--- config.mk ---
export PLATFORM = sky130hd
export DESIGN_NAME = motion_io
export DESIGN_NICKNAME = d
export VERILOG_FILES = /design/src/hw/motion_pkg.sv /design/src/hw/frame_parser.sv /design/src/hw/motion_io.sv /design/src/hw/pwm_bank.sv /design/src/hw/shutdown_guard.sv /design/src/hw/step_sequencer.sv
export VERILOG_INCLUDE_DIRS = /design/src /design/src/include
export SDC_FILE = /design/constraint.sdc
export NUM_CORES = 1
export LEC_CHECK = 0
export BUFFER_PORTS_ARGS = -buffer_cell sky130_fd_sc_hd__buf_2
export CAP_MARGIN = 20
export CORE_MARGIN = 2
export CORE_UTILIZATION = 55
export DETAILED_ROUTE_END_ITERATION = 10
export HOLD_SLACK_MARGIN = 0.02
export PLACE_DENSITY = 0.73
export SLEW_MARGIN = 20
export SYNTH_ARGS = -nofsm -noshare
export SYNTH_HDL_FRONTEND = slang
export SYNTH_SLANG_ARGS = --single-unit
--- constraint.sdc ---
create_clock -name clk -period 4.34 [get_ports clk]
set_input_delay 0.868 -clock clk [delete_from_list [all_inputs] [get_ports clk]]
set_output_delay 0.868 -clock clk [all_outputs]
set_load 0.05 [all_outputs]
--- src/include/motion_macros.svh ---
`ifndef MOTION_MACROS_SVH
`define MOTION_MACROS_SVH

// Axis and channel counts.
`define MOTION_NSTEP 2
`define MOTION_NPWM 4

// Step pulse shape in clock cycles.
`define STEP_HIGH_CYCLES 4
`define STEP_LOW_CYCLES 4

// Longest gap between commands once the watchdog is armed.
`define WATCHDOG_CYCLES 200

`endif

--- src/hw/motion_pkg.sv ---
`include "motion_macros.svh"

package motion_pkg;

	// First byte of every frame.
	typedef enum logic [7:0] {
		OP_MOVE  = 8'h01,
		OP_PWM   = 8'h02,
		OP_CLEAR = 8'h03
	} opcode_e;

	typedef enum logic [1:0] {
		CAUSE_NONE     = 2'd0,
		CAUSE_ENDSTOP  = 2'd1,
		CAUSE_WATCHDOG = 2'd2
	} cause_e;

	// Channel byte and argument of a decoded frame.
	typedef struct packed {
		logic [7:0]  channel;
		logic [15:0] arg;
	} cmd_t;

	// In a move argument dir high counts the position up.
	typedef struct packed {
		logic        dir;
		logic [14:0] count;
	} move_t;

	typedef struct packed {
		logic [`MOTION_NSTEP-1:0] step;
		logic [`MOTION_NSTEP-1:0] dir;
		logic [`MOTION_NSTEP-1:0] moving;
	} axis_out_t;

	typedef logic signed [15:0] pos_t;

endpackage

--- src/hw/frame_parser.sv ---
module frame_parser import motion_pkg::*; (
	input  logic       clk,
	input  logic       reset,
	input  logic [7:0] msg_data,
	input  logic       msg_valid,
	output logic       msg_ready,
	output cmd_t       move_cmd,
	output logic       move_valid,
	input  logic       move_ready,
	output cmd_t       pwm_cmd,
	output logic       pwm_valid,
	input  logic       pwm_ready,
	output logic       clear_pulse,
	output logic       cmd_seen,
	output logic       frame_error
);

	typedef enum logic [2:0] {
		ST_OP,
		ST_CH,
		ST_HI,
		ST_LO,
		ST_DISPATCH
	} state_e;

	state_e     state;
	logic [7:0] op_byte;
	opcode_e    op;
	cmd_t       cmd;
	logic       accept;
	logic       op_known;

	assign msg_ready = state != ST_DISPATCH; // Stalls the link until the engine takes the command.
	assign accept = msg_valid && msg_ready;
	assign op_known = op_byte == OP_MOVE || op_byte == OP_PWM || op_byte == OP_CLEAR;

	assign move_cmd = cmd;
	assign pwm_cmd = cmd;
	assign move_valid = state == ST_DISPATCH && op == OP_MOVE;
	assign pwm_valid = state == ST_DISPATCH && op == OP_PWM;
	assign clear_pulse = state == ST_DISPATCH && op == OP_CLEAR; // Needs no handshake.
	assign cmd_seen = (move_valid && move_ready) || (pwm_valid && pwm_ready) || clear_pulse;

	always_ff @(posedge clk) begin
		if (reset) begin
			state <= ST_OP;
			frame_error <= 1'b0;
		end else begin
			case (state)
				ST_OP: if (accept) begin
					op_byte <= msg_data;
					state <= ST_CH;
				end
				ST_CH: if (accept) begin
					cmd.channel <= msg_data;
					state <= ST_HI;
				end
				ST_HI: if (accept) begin
					cmd.arg[15:8] <= msg_data;
					state <= ST_LO;
				end
				ST_LO: if (accept) begin
					cmd.arg[7:0] <= msg_data;
					if (op_known) begin
						op <= opcode_e'(op_byte);
						state <= ST_DISPATCH;
					end else begin
						frame_error <= 1'b1; // The flag is sticky and the frame is dropped.
						state <= ST_OP;
					end
				end
				ST_DISPATCH: if (cmd_seen) begin
					state <= ST_OP;
				end
				default: state <= ST_OP;
			endcase
		end
	end

endmodule

--- src/hw/motion_io.sv ---
`include "motion_macros.svh"

module motion_io import motion_pkg::*; (
	input  logic                     clk,
	input  logic                     reset,
	input  logic [7:0]               msg_data,
	input  logic                     msg_valid,
	output logic                     msg_ready,
	input  logic [`MOTION_NSTEP-1:0] endstop,
	output logic [`MOTION_NSTEP-1:0] step,
	output logic [`MOTION_NSTEP-1:0] dir,
	output logic [`MOTION_NPWM-1:0]  pwm,
	output pos_t                     position [`MOTION_NSTEP],
	output logic                     shutdown,
	output cause_e                   cause,
	output logic                     frame_error
);

	cmd_t                    move_cmd;
	logic                    move_valid;
	logic                    move_ready;
	cmd_t                    pwm_cmd;
	logic                    pwm_valid;
	logic                    pwm_ready;
	logic                    clear_pulse;
	logic                    cmd_seen;
	logic                    abort;
	logic                    armed_req;
	axis_out_t               raw_axis;
	logic [`MOTION_NPWM-1:0] raw_pwm;

	frame_parser frame_parser_i (
		.clk(clk),
		.reset(reset),
		.msg_data(msg_data),
		.msg_valid(msg_valid),
		.msg_ready(msg_ready),
		.move_cmd(move_cmd),
		.move_valid(move_valid),
		.move_ready(move_ready),
		.pwm_cmd(pwm_cmd),
		.pwm_valid(pwm_valid),
		.pwm_ready(pwm_ready),
		.clear_pulse(clear_pulse),
		.cmd_seen(cmd_seen),
		.frame_error(frame_error)
	);

	step_sequencer step_sequencer_i (
		.clk(clk),
		.reset(reset),
		.move_cmd(move_cmd),
		.move_valid(move_valid),
		.move_ready(move_ready),
		.abort(abort),
		.raw_axis(raw_axis),
		.position(position)
	);

	pwm_bank pwm_bank_i (
		.clk(clk),
		.reset(reset),
		.pwm_cmd(pwm_cmd),
		.pwm_valid(pwm_valid),
		.pwm_ready(pwm_ready),
		.raw_pwm(raw_pwm),
		.armed_req(armed_req)
	);

	shutdown_guard shutdown_guard_i (
		.clk(clk),
		.reset(reset),
		.raw_axis(raw_axis),
		.raw_pwm(raw_pwm),
		.endstop(endstop),
		.cmd_seen(cmd_seen),
		.armed_req(armed_req),
		.clear_pulse(clear_pulse),
		.abort(abort),
		.step(step),
		.dir(dir),
		.pwm(pwm),
		.shutdown(shutdown),
		.cause(cause)
	);

endmodule

--- src/hw/pwm_bank.sv ---
`include "motion_macros.svh"

module pwm_bank import motion_pkg::*; (
	input  logic                    clk,
	input  logic                    reset,
	input  cmd_t                    pwm_cmd,
	input  logic                    pwm_valid,
	output logic                    pwm_ready,
	output logic [`MOTION_NPWM-1:0] raw_pwm,
	output logic                    armed_req
);

	localparam int CW = $clog2(`MOTION_NPWM);

	logic [7:0]    cnt;
	logic [7:0]    pending [`MOTION_NPWM];
	logic [7:0]    active [`MOTION_NPWM];
	logic [7:0]    duty;
	logic [CW-1:0] sel;
	logic          write;

	assign pwm_ready = 1'b1;
	assign duty = pwm_cmd.arg[7:0];
	assign sel = pwm_cmd.channel[CW-1:0];
	assign write = pwm_valid && pwm_ready;

	always_comb begin
		for (int i = 0; i < `MOTION_NPWM; i++)
			raw_pwm[i] = cnt < active[i];
	end

	always_ff @(posedge clk) begin
		if (reset) begin
			cnt <= '0;
			armed_req <= 1'b0;
			for (int i = 0; i < `MOTION_NPWM; i++) begin
				pending[i] <= '0;
				active[i] <= '0;
			end
		end else begin
			cnt <= cnt + 8'd1;
			armed_req <= write && duty != 8'd0;
			if (write)
				pending[sel] <= duty;
			if (cnt == 8'hff) begin
				// A write in the wrap cycle lands at once.
				for (int i = 0; i < `MOTION_NPWM; i++)
					active[i] <= (write && sel == i) ? duty : pending[i];
			end
		end
	end

endmodule

--- src/hw/shutdown_guard.sv ---
`include "motion_macros.svh"

module shutdown_guard import motion_pkg::*; (
	input  logic                     clk,
	input  logic                     reset,
	input  axis_out_t                raw_axis,
	input  logic [`MOTION_NPWM-1:0]  raw_pwm,
	input  logic [`MOTION_NSTEP-1:0] endstop,
	input  logic                     cmd_seen,
	input  logic                     armed_req,
	input  logic                     clear_pulse,
	output logic                     abort,
	output logic [`MOTION_NSTEP-1:0] step,
	output logic [`MOTION_NSTEP-1:0] dir,
	output logic [`MOTION_NPWM-1:0]  pwm,
	output logic                     shutdown,
	output cause_e                   cause
);

	localparam int WW = $clog2(`WATCHDOG_CYCLES + 1);

	logic          armed;
	logic [WW-1:0] wd_cnt;
	logic          trip_endstop;
	logic          trip_watchdog;

	// Endstops only count while their axis is moving.
	assign trip_endstop = |(endstop & raw_axis.moving);
	assign trip_watchdog = armed && wd_cnt == WW'(`WATCHDOG_CYCLES);

	assign abort = shutdown;
	assign step = raw_axis.step & ~{`MOTION_NSTEP{shutdown}};
	assign pwm = raw_pwm & ~{`MOTION_NPWM{shutdown}};
	assign dir = raw_axis.dir;

	always_ff @(posedge clk) begin
		if (reset) begin
			armed <= 1'b0;
			wd_cnt <= '0;
			shutdown <= 1'b0;
			cause <= CAUSE_NONE;
		end else if (clear_pulse) begin
			armed <= 1'b0;
			wd_cnt <= '0;
			shutdown <= 1'b0;
			cause <= CAUSE_NONE;
		end else begin
			if (armed_req)
				armed <= 1'b1;
			if (!armed || cmd_seen)
				wd_cnt <= '0;
			else if (!trip_watchdog)
				wd_cnt <= wd_cnt + 1'b1; // Holds at the limit.
			if (!shutdown && (trip_endstop || trip_watchdog)) begin
				shutdown <= 1'b1;
				cause <= trip_endstop ? CAUSE_ENDSTOP : CAUSE_WATCHDOG;
			end
		end
	end

endmodule

--- src/hw/step_sequencer.sv ---
`include "motion_macros.svh"

module step_sequencer import motion_pkg::*; (
	input  logic      clk,
	input  logic      reset,
	input  cmd_t      move_cmd,
	input  logic      move_valid,
	output logic      move_ready,
	input  logic      abort,
	output axis_out_t raw_axis,
	output pos_t      position [`MOTION_NSTEP]
);

	localparam int AW = $clog2(`MOTION_NSTEP);
	localparam int TW = $clog2(`STEP_HIGH_CYCLES + `STEP_LOW_CYCLES);

	typedef enum logic [1:0] {
		PH_IDLE,
		PH_START,
		PH_HIGH,
		PH_LOW
	} phase_e;

	phase_e                   phase [`MOTION_NSTEP];
	logic [14:0]              remaining [`MOTION_NSTEP];
	logic [TW-1:0]            timer [`MOTION_NSTEP];
	logic [`MOTION_NSTEP-1:0] step_q;
	logic [`MOTION_NSTEP-1:0] dir_q;
	logic [`MOTION_NSTEP-1:0] moving;
	logic [AW-1:0]            sel;
	move_t                    mv;
	logic                     accept;

	assign mv = move_t'(move_cmd.arg);
	assign sel = move_cmd.channel[AW-1:0];
	assign move_ready = phase[sel] == PH_IDLE; // Only the addressed axis has to be free.
	assign accept = move_valid && move_ready;

	always_comb begin
		for (int i = 0; i < `MOTION_NSTEP; i++)
			moving[i] = phase[i] != PH_IDLE;
	end

	assign raw_axis = '{step: step_q, dir: dir_q, moving: moving};

	always_ff @(posedge clk) begin
		for (int i = 0; i < `MOTION_NSTEP; i++) begin
			if (reset) begin
				phase[i] <= PH_IDLE;
				remaining[i] <= '0;
				step_q[i] <= 1'b0;
				dir_q[i] <= 1'b0;
				position[i] <= '0;
			end else if (abort) begin
				phase[i] <= PH_IDLE; // Moves accepted now are dropped.
				remaining[i] <= '0;
				step_q[i] <= 1'b0;
			end else begin
				case (phase[i])
					PH_IDLE: if (accept && sel == i) begin
						dir_q[i] <= mv.dir;
						remaining[i] <= mv.count;
						if (mv.count != 15'd0)
							phase[i] <= PH_START;
					end
					PH_HIGH: if (timer[i] != '0) begin
						timer[i] <= timer[i] - 1'b1;
					end else begin
						step_q[i] <= 1'b0;
						timer[i] <= TW'(`STEP_LOW_CYCLES - 1);
						phase[i] <= PH_LOW;
					end
					default: if (phase[i] == PH_LOW && timer[i] != '0) begin
						timer[i] <= timer[i] - 1'b1;
					end else if (remaining[i] == 15'd0) begin
						phase[i] <= PH_IDLE;
					end else begin
						// Rising edge of the next step.
						step_q[i] <= 1'b1;
						timer[i] <= TW'(`STEP_HIGH_CYCLES - 1);
						remaining[i] <= remaining[i] - 15'd1;
						position[i] <= position[i] + (dir_q[i] ? 16'sd1 : -16'sd1);
						phase[i] <= PH_HIGH;
					end
				endcase
			end
		end
	end

endmodule

* Yosys cells after proc, flatten, opt, wreduce, memory -nomap -nowiden
Memories as Yosys holds them, arrays and structs flattened. A register that Yosys moved wholly into a read port is not among the register bits.
Cells that the tools add are included.
W data, S select, Z words.
** Word-level totals
- Register bits :: 95
- Bits in writable memories :: 104
- Input port bits :: 13
- Output and inout port bits :: 45
- Word-level logic and storage cells :: 305
- Memories kept :: 5
** Memory list
- pwm_bank_i.active :: words 4, width 8, read ports 4, clocked after Yosys merged registers in 0, write ports 4, line pwm_bank.sv:17 : logic [7:0] active [`MOTION_NPWM];
- pwm_bank_i.pending :: words 4, width 8, read ports 4, clocked after Yosys merged registers in 0, write ports 4, line pwm_bank.sv:16 : logic [7:0] pending [`MOTION_NPWM];
- step_sequencer_i.remaining :: words 2, width 15, read ports 2, clocked after Yosys merged registers in 0, write ports 2, line step_sequencer.sv:25 : logic [14:0] remaining [`MOTION_NSTEP];
- step_sequencer_i.timer :: words 2, width 3, read ports 2, clocked after Yosys merged registers in 0, write ports 2, line step_sequencer.sv:26 : logic [TW-1:0] timer [`MOTION_NSTEP];
- step_sequencer_i.phase :: words 2, width 2, read ports 3, clocked after Yosys merged registers in 1, write ports 2, line step_sequencer.sv:24 : phase_e phase [`MOTION_NSTEP];
** Cells by class
- Add/subtract/negate cells :: 8
- $lt $le $gt $ge :: 4
- Equal/unequal tests :: 31
- Mux-type cells :: 138
- Bitwise logic cells :: 43
- Reductions and logical operators :: 57
** Operators by type and width (count)
- $mux W1 :: 94
- $mux W15 :: 6
- $mux W8 :: 9
- $mux W3 :: 12
- $add A16 B16 Y16 :: 2
- $eq A8 B2 Y1 const B :: 4
- $lt A8 B8 Y1 :: 4
- $mux W16 :: 2
- $logic_not A15 Y1 :: 2
- $sub A15 B1 Y15 const B :: 2
- $or A1 B1 Y1 :: 26
- $mux W2 :: 12
- $reduce_and A3 Y1 :: 7
- $reduce_and A4 Y1 :: 5
- $add A8 B1 Y8 const B :: 2
- $eq A8 B1 Y1 const B :: 2
- $eq A8 B8 Y1 const B :: 2
- $logic_and A1 B1 Y1 :: 16
- $pmux W3 S5 :: 1
- $reduce_bool A15 Y1 :: 1
- $eq A2 B2 Y1 const B :: 6
- $ne A2 B2 Y1 const B :: 6
- $not A1 Y1 :: 12
- $ne A2 B1 Y1 const B :: 5
- other kinds (22) :: 41

* Logic depth before layout (Yosys ltp)
- Depth after elaboration :: 13
- Mapped depth :: 10
- Mapped depth without buffers :: 9

* Cells and area by module
From an unflattened synthesis, not the netlist that was laid out.
** Unflattened totals
- Cells, all modules :: 1064
- Area, all modules :: 11138.2 um2
** Modules (own cells, without submodules)
- step_sequencer :: instances 1, cells each 555, area an instance 5001.0 um2, seq. area each 1921.8 um2
- pwm_bank :: instances 1, cells each 339, area an instance 3832.4 um2, seq. area each 2102.0 um2
- frame_parser :: instances 1, cells each 99, area an instance 1680.4 um2, seq. area each 1281.2 um2
- shutdown_guard :: instances 1, cells each 71, area an instance 624.3 um2, seq. area each 240.2 um2

* Worst setup path after synthesis
OpenSTA, ideal clock, no wires.
- Kind :: reg2reg
- From :: register pwm_bank_i.cnt[3]
- To :: memory pwm_bank_i.active[0][0] (enable)
- Setup time :: 466 ps
- Arrival :: 3022 ps
- Required time :: 3874 ps
- Setup slack :: 852 ps
- Cell stages (with the launch flop) :: 4
- Path buffers :: 0
- Clock period less this slack :: 3488 ps
- Cell sequence :: dfxtp_1 > and3_1 > nand2_1 > o21ai_0
** RTL lines
- start, declared :: line pwm_bank.sv:15 : logic [7:0] cnt;
- start signal, assigned :: line pwm_bank.sv:41 : cnt <= cnt + 8'd1;
- end, declared :: line pwm_bank.sv:17

* Final worst setup path
- From :: register pwm_bank_i.cnt[1]
- To :: output pwm[0]
** Between the ends
- Word-level cells in the longest chain between the ends :: 2
** Ends and longest elaborated chain
- $lt A8 B8 Y1 :: line pwm_bank.sv:29 : raw_pwm[i] = cnt < active[i];
- $and A4 B4 Y4 :: line shutdown_guard.sv:33 : assign pwm = raw_pwm & ~{`MOTION_NPWM{shutdown}};
- end, declared :: line motion_io.sv:12 : output logic [`MOTION_NPWM-1:0] pwm,
Every way passes these cells.

==> results.txt <==
The die covers roughly 21000 µm². The yosys synthesis warning count came out at 0. The clock drives 200 sinks.

The TritonCTS clock tree is yes. Traced cell by cell, the critical path runs through ha_1 -> a21o_1 -> a21o_1 -> a211oi_1 -> o21bai_1 -> a31oi_1 -> buf_2. The largest net degree at the start of global routing is 38. The post-synthesis average cell area came out at approximately 10 µm². The share of synthesized flip-flops with an asynchronous set or reset is 0%.

The number of rows created at floorplan came out at about 50. The number of detailed-route iterations in the first pass came out at 5. Yosys attributes the largest share of cell area to sky130_fd_sc_hd__edfxtp_1, sky130_fd_sc_hd__dfxtp_1, sky130_fd_sc_hd__ha_1. Summed over all failing endpoints, the final setup total negative slack is 0 ps. The critical path data required time is about 3500 ps. The critical path is of the reg -> out type. Ranked by instance count, the synthesized netlist is headed by sky130_fd_sc_hd__edfxtp_1, sky130_fd_sc_hd__nand2_1, sky130_fd_sc_hd__nor2_1, sky130_fd_sc_hd__ha_1, sky130_fd_sc_hd__o21ai_0. Compared with the post-synthesis result, the final layout area differs by 9.53%.

For the worst-skew pair, the clock arrives at the later sink with an insertion delay of approximately 440 ps. The min-delay analysis places its worst path in the category reg -> reg. The number of buffers and inverters on the critical path is 1. The worst setup path is launched from a flop. The cell family contributing the most delay on the critical path is compound AO/OA/AOI/OAI gates.

The critical-path maximum fanout came out at 6. The maximum achievable frequency is 304 MHz. The mean number of vias per cell is 5.74. Setup repair after global routing left no endpoint under its margin. The die extent in y is approximately 140 µm.

The cell sitting at the root of the clock tree is a sky130_fd_sc_hd__clkbuf_16. Summed over all cells, the static leakage comes to between 4 and 5 nW. The count of routing violations after the opening detailed-route iteration is between 500 and 600. The count of antenna-violating nets left after detailed routing came out at 0. The number of global-route vias before repair was 7263. The number of buffers inserted to repair setup after CTS is 0.

The first global-routing pass estimated between 30000 and 40000 µm of wire. The routed length per instance came out at 16.7 µm. The maximum root-to-sink buffer count is 2.

The number of gates resized after cts came out at 0. The portion of synthesized cell area occupied by the leading cell type is about two fifths. The ratio of cells with drive above 1 in the final layout came out at between 10 and 15%. On the worst path, the slowest cell contributes a delay of between 400 and 500 ps. The overflow left after global routing is 0. The clock transition time at the flip-flop clock pins of the worst setup and hold paths is ~70 ps.

The number of cells on the worst reg-to-reg path is 5. The internal reg-to-reg setup slack is 1180 ps. The overall power is 5.51 mW.

The utilization of the core after routing is around 61%. The total routing resource utilization after global routing is 23.1%. The number of buffers inserted by port buffering came out at between 50 and 60. The routability congestion estimate from global placement came out at 0.852.

The instance count of the mapped netlist is 1044. For this run, the register share of the synthesized area comes to between 50% and 60%. For hold timing, the worst endpoint is shutdown_guard_i.armed.

Excluding fillers, the count of instances in the completed layout stands at between 1000 and 1500. The launch point of the worst reg-to-reg path is frame_parser_i.op[3]. The deepest level of the CTS H-tree came out at 4. The number of flops mapped to enable cells by yosys is roughly 140. The DRC violations left came out at 0. The count of cells along the worst hold path is 1. The cell occurring most often along the worst timing path is sky130_fd_sc_hd__a21o_1.

Detailed placement ended at an HPWL of 15900 µm. The count of cell types in the netlist came out at 70. The max-capacitance violation count came out at 0. The worst slew margin relative to its limit came out at between 30% and 40%.

The number of antenna violations at the first check in global routing is 0. At the pin with the least slew margin, the transition time is 1030 ps. The largest clock skew in the final design came out at approximately 8.4 ps. Once the floorplan was initialized, standard cells occupied a little under three fifths of the core. The mapped cell area is 10700 µm².

The final critical-path required period came out at 3290 ps. The number of max-slew violations in the final report came out at 0. The number of clock buffers inserted by TritonCTS is 17.

The total detailed-routing wirelength is ~23000 µm. The width of the die came out at 144 µm. Counting tap cells, the placed design contains a total of between 1000 and 1500 instances. The layout net count came out at approximately 1200. The final period utilization is between 70% and 80%. The slowest stage of the critical path is the sky130_fd_sc_hd__dfxtp_1 cell. The dominant register cell in the synthesized netlist is sky130_fd_sc_hd__edfxtp_1.

The run finished with clean final reports. The arrival time at the worst endpoint came out at around 2400 ps. The startpoint identified for the worst hold timing path is pwm_bank_i.armed_req.

The power density over cell area is approximately 470 nW/µm². The maximum VDD drop is between 0.3 and 0.4 mV. The total I/O pin count is between 50 and 60. The count of final hold-check violations came out at 0. In this run the critical register-to-register path is captured at pwm_bank_i.pending[3][7]. After synthesis the netlist holds a flip-flop and latch count of 200. The worst setup path is captured at a primary output. The number of nets in the synthesized netlist is 1125.

The number of hold buffers added after CTS was 0. The count of inserted antenna diode cells is 0. The floorplan step defined a core boundary enclosing 19300 µm². The most repeated cell in the gate-level netlist after synthesis is sky130_fd_sc_hd__edfxtp_1. The library cell occupying the most area in the post-synthesis netlist is sky130_fd_sc_hd__edfxtp_1. The via count is slightly below 8000.

The final number of setup-violating endpoints came out at 0.
==> per-stage QoR <==
stage	hold slack (ps)	instance area, µm²	setup slack, ps
after CTS	435	11800	1040
final	431	11800	1050
after floorplan	405	10700	852
after global placement	411	11200	1110
after detailed placement	420	11200	1040
after global routing	447	11800	790
==> sequential cells by signal (all words and copies together) (netlist names), 2 cells and up, named ones only <==
| signal | count |
|---|---|
| frame_parser_i.op | 8 |
| step_sequencer_i.dir_q | 2 |
| step_sequencer_i.position | 32 |
| step_sequencer_i.phase | 4 |
| step_sequencer_i.remaining | 30 |
| pwm_bank_i.cnt | 8 |
| shutdown_guard_i.cause | 2 |
| shutdown_guard_i.wd_cnt | 8 |
| step_sequencer_i.step_q | 2 |
| frame_parser_i.move_cmd | 18 |
| pwm_bank_i.pending | 32 |
| step_sequencer_i.timer | 6 |
| frame_parser_i.op_byte | 8 |
| frame_parser_i.state | 3 |
| pwm_bank_i.active | 32 |
==> power breakdown <==
group          switching (mW)  internal (mW)
Combinational            1.04          0.616
Sequential              0.152           2.21
Clock                   0.688          0.798
==> worst reg2reg max path, cell delays in order, from the launching register on <==
cell and delay [ps]:
sky130_fd_sc_hd__edfxtp_1 380, sky130_fd_sc_hd__nor4_2 390, sky130_fd_sc_hd__nand3_2 200, sky130_fd_sc_hd__nor3b_1 690
sky130_fd_sc_hd__nand3_1 610, sky130_fd_sc_hd__nand2_1 540
==> layout make-up <==
type / instances / area [µm²]
inverter: 54 / 203
clock buffer: 20 / 479
multi-input combinational: 742 / 4950
fill: 1615 / 7570
clock inverter: 12 / 71.3
sequential: 200 / 5390
tap: 265 / 332
timing repair buffer: 66 / 353
==> per-layer routing <==
metal  share of wire, %  vias up  GRT usage (%)  wire [µm]
li1                   -     3862              -          -
met1                 46     3666           31.8      10400
met2                 47      239           38.0      10800
met3                5.4       27           4.00       1230
met4                1.6        0           6.30        355
met5                  0        -              0          0
==> layout by cell type (no fill, tap or decap), drive strengths merged, types with 31 or more instances in the layout <==
master,count
xnor2,35
nor3,31
nor2,96
dfxtp,62
a21oi,44
inv,62
nand3,35
nand2,98
mux2i,37
edfxtp,138
buf,66
ha,66
o21ai,65
==> logic make-up after synthesis <==
kind of cell               after synthesis  share of synthesized area (%)
buffers and inverters                  102                           3.94
xor gates and xnor gates                54                           4.40
DFF                                    200                           50.1
AOI/OAI and AO/OA                      196                           11.4
and+or+nand+nor                        385                           18.5
adders and majority gates               68                           8.06
muxes                                   39                           3.66
==> worst max path at each step <==
stage | cells past startpoint | end | startpoint | slack, ps
floorplan | 3 | pwm_bank_i.active[0][0] | pwm_bank_i.cnt[3] | 850
detailed placement | 5 | step_sequencer_i.remaining[1][7] | reset | 1040
global route | 5 | pwm_bank_i.pending[3][7] | frame_parser_i.op[3] | 790
global placement | 5 | step_sequencer_i.remaining[1][6] | reset | 1110
CTS | 7 | pwm[0] | pwm_bank_i.cnt[1] | 1040
finish | 7 | pwm[0] | pwm_bank_i.cnt[1] | 1050
Note: power is estimated with default switching activity, not from simulation.
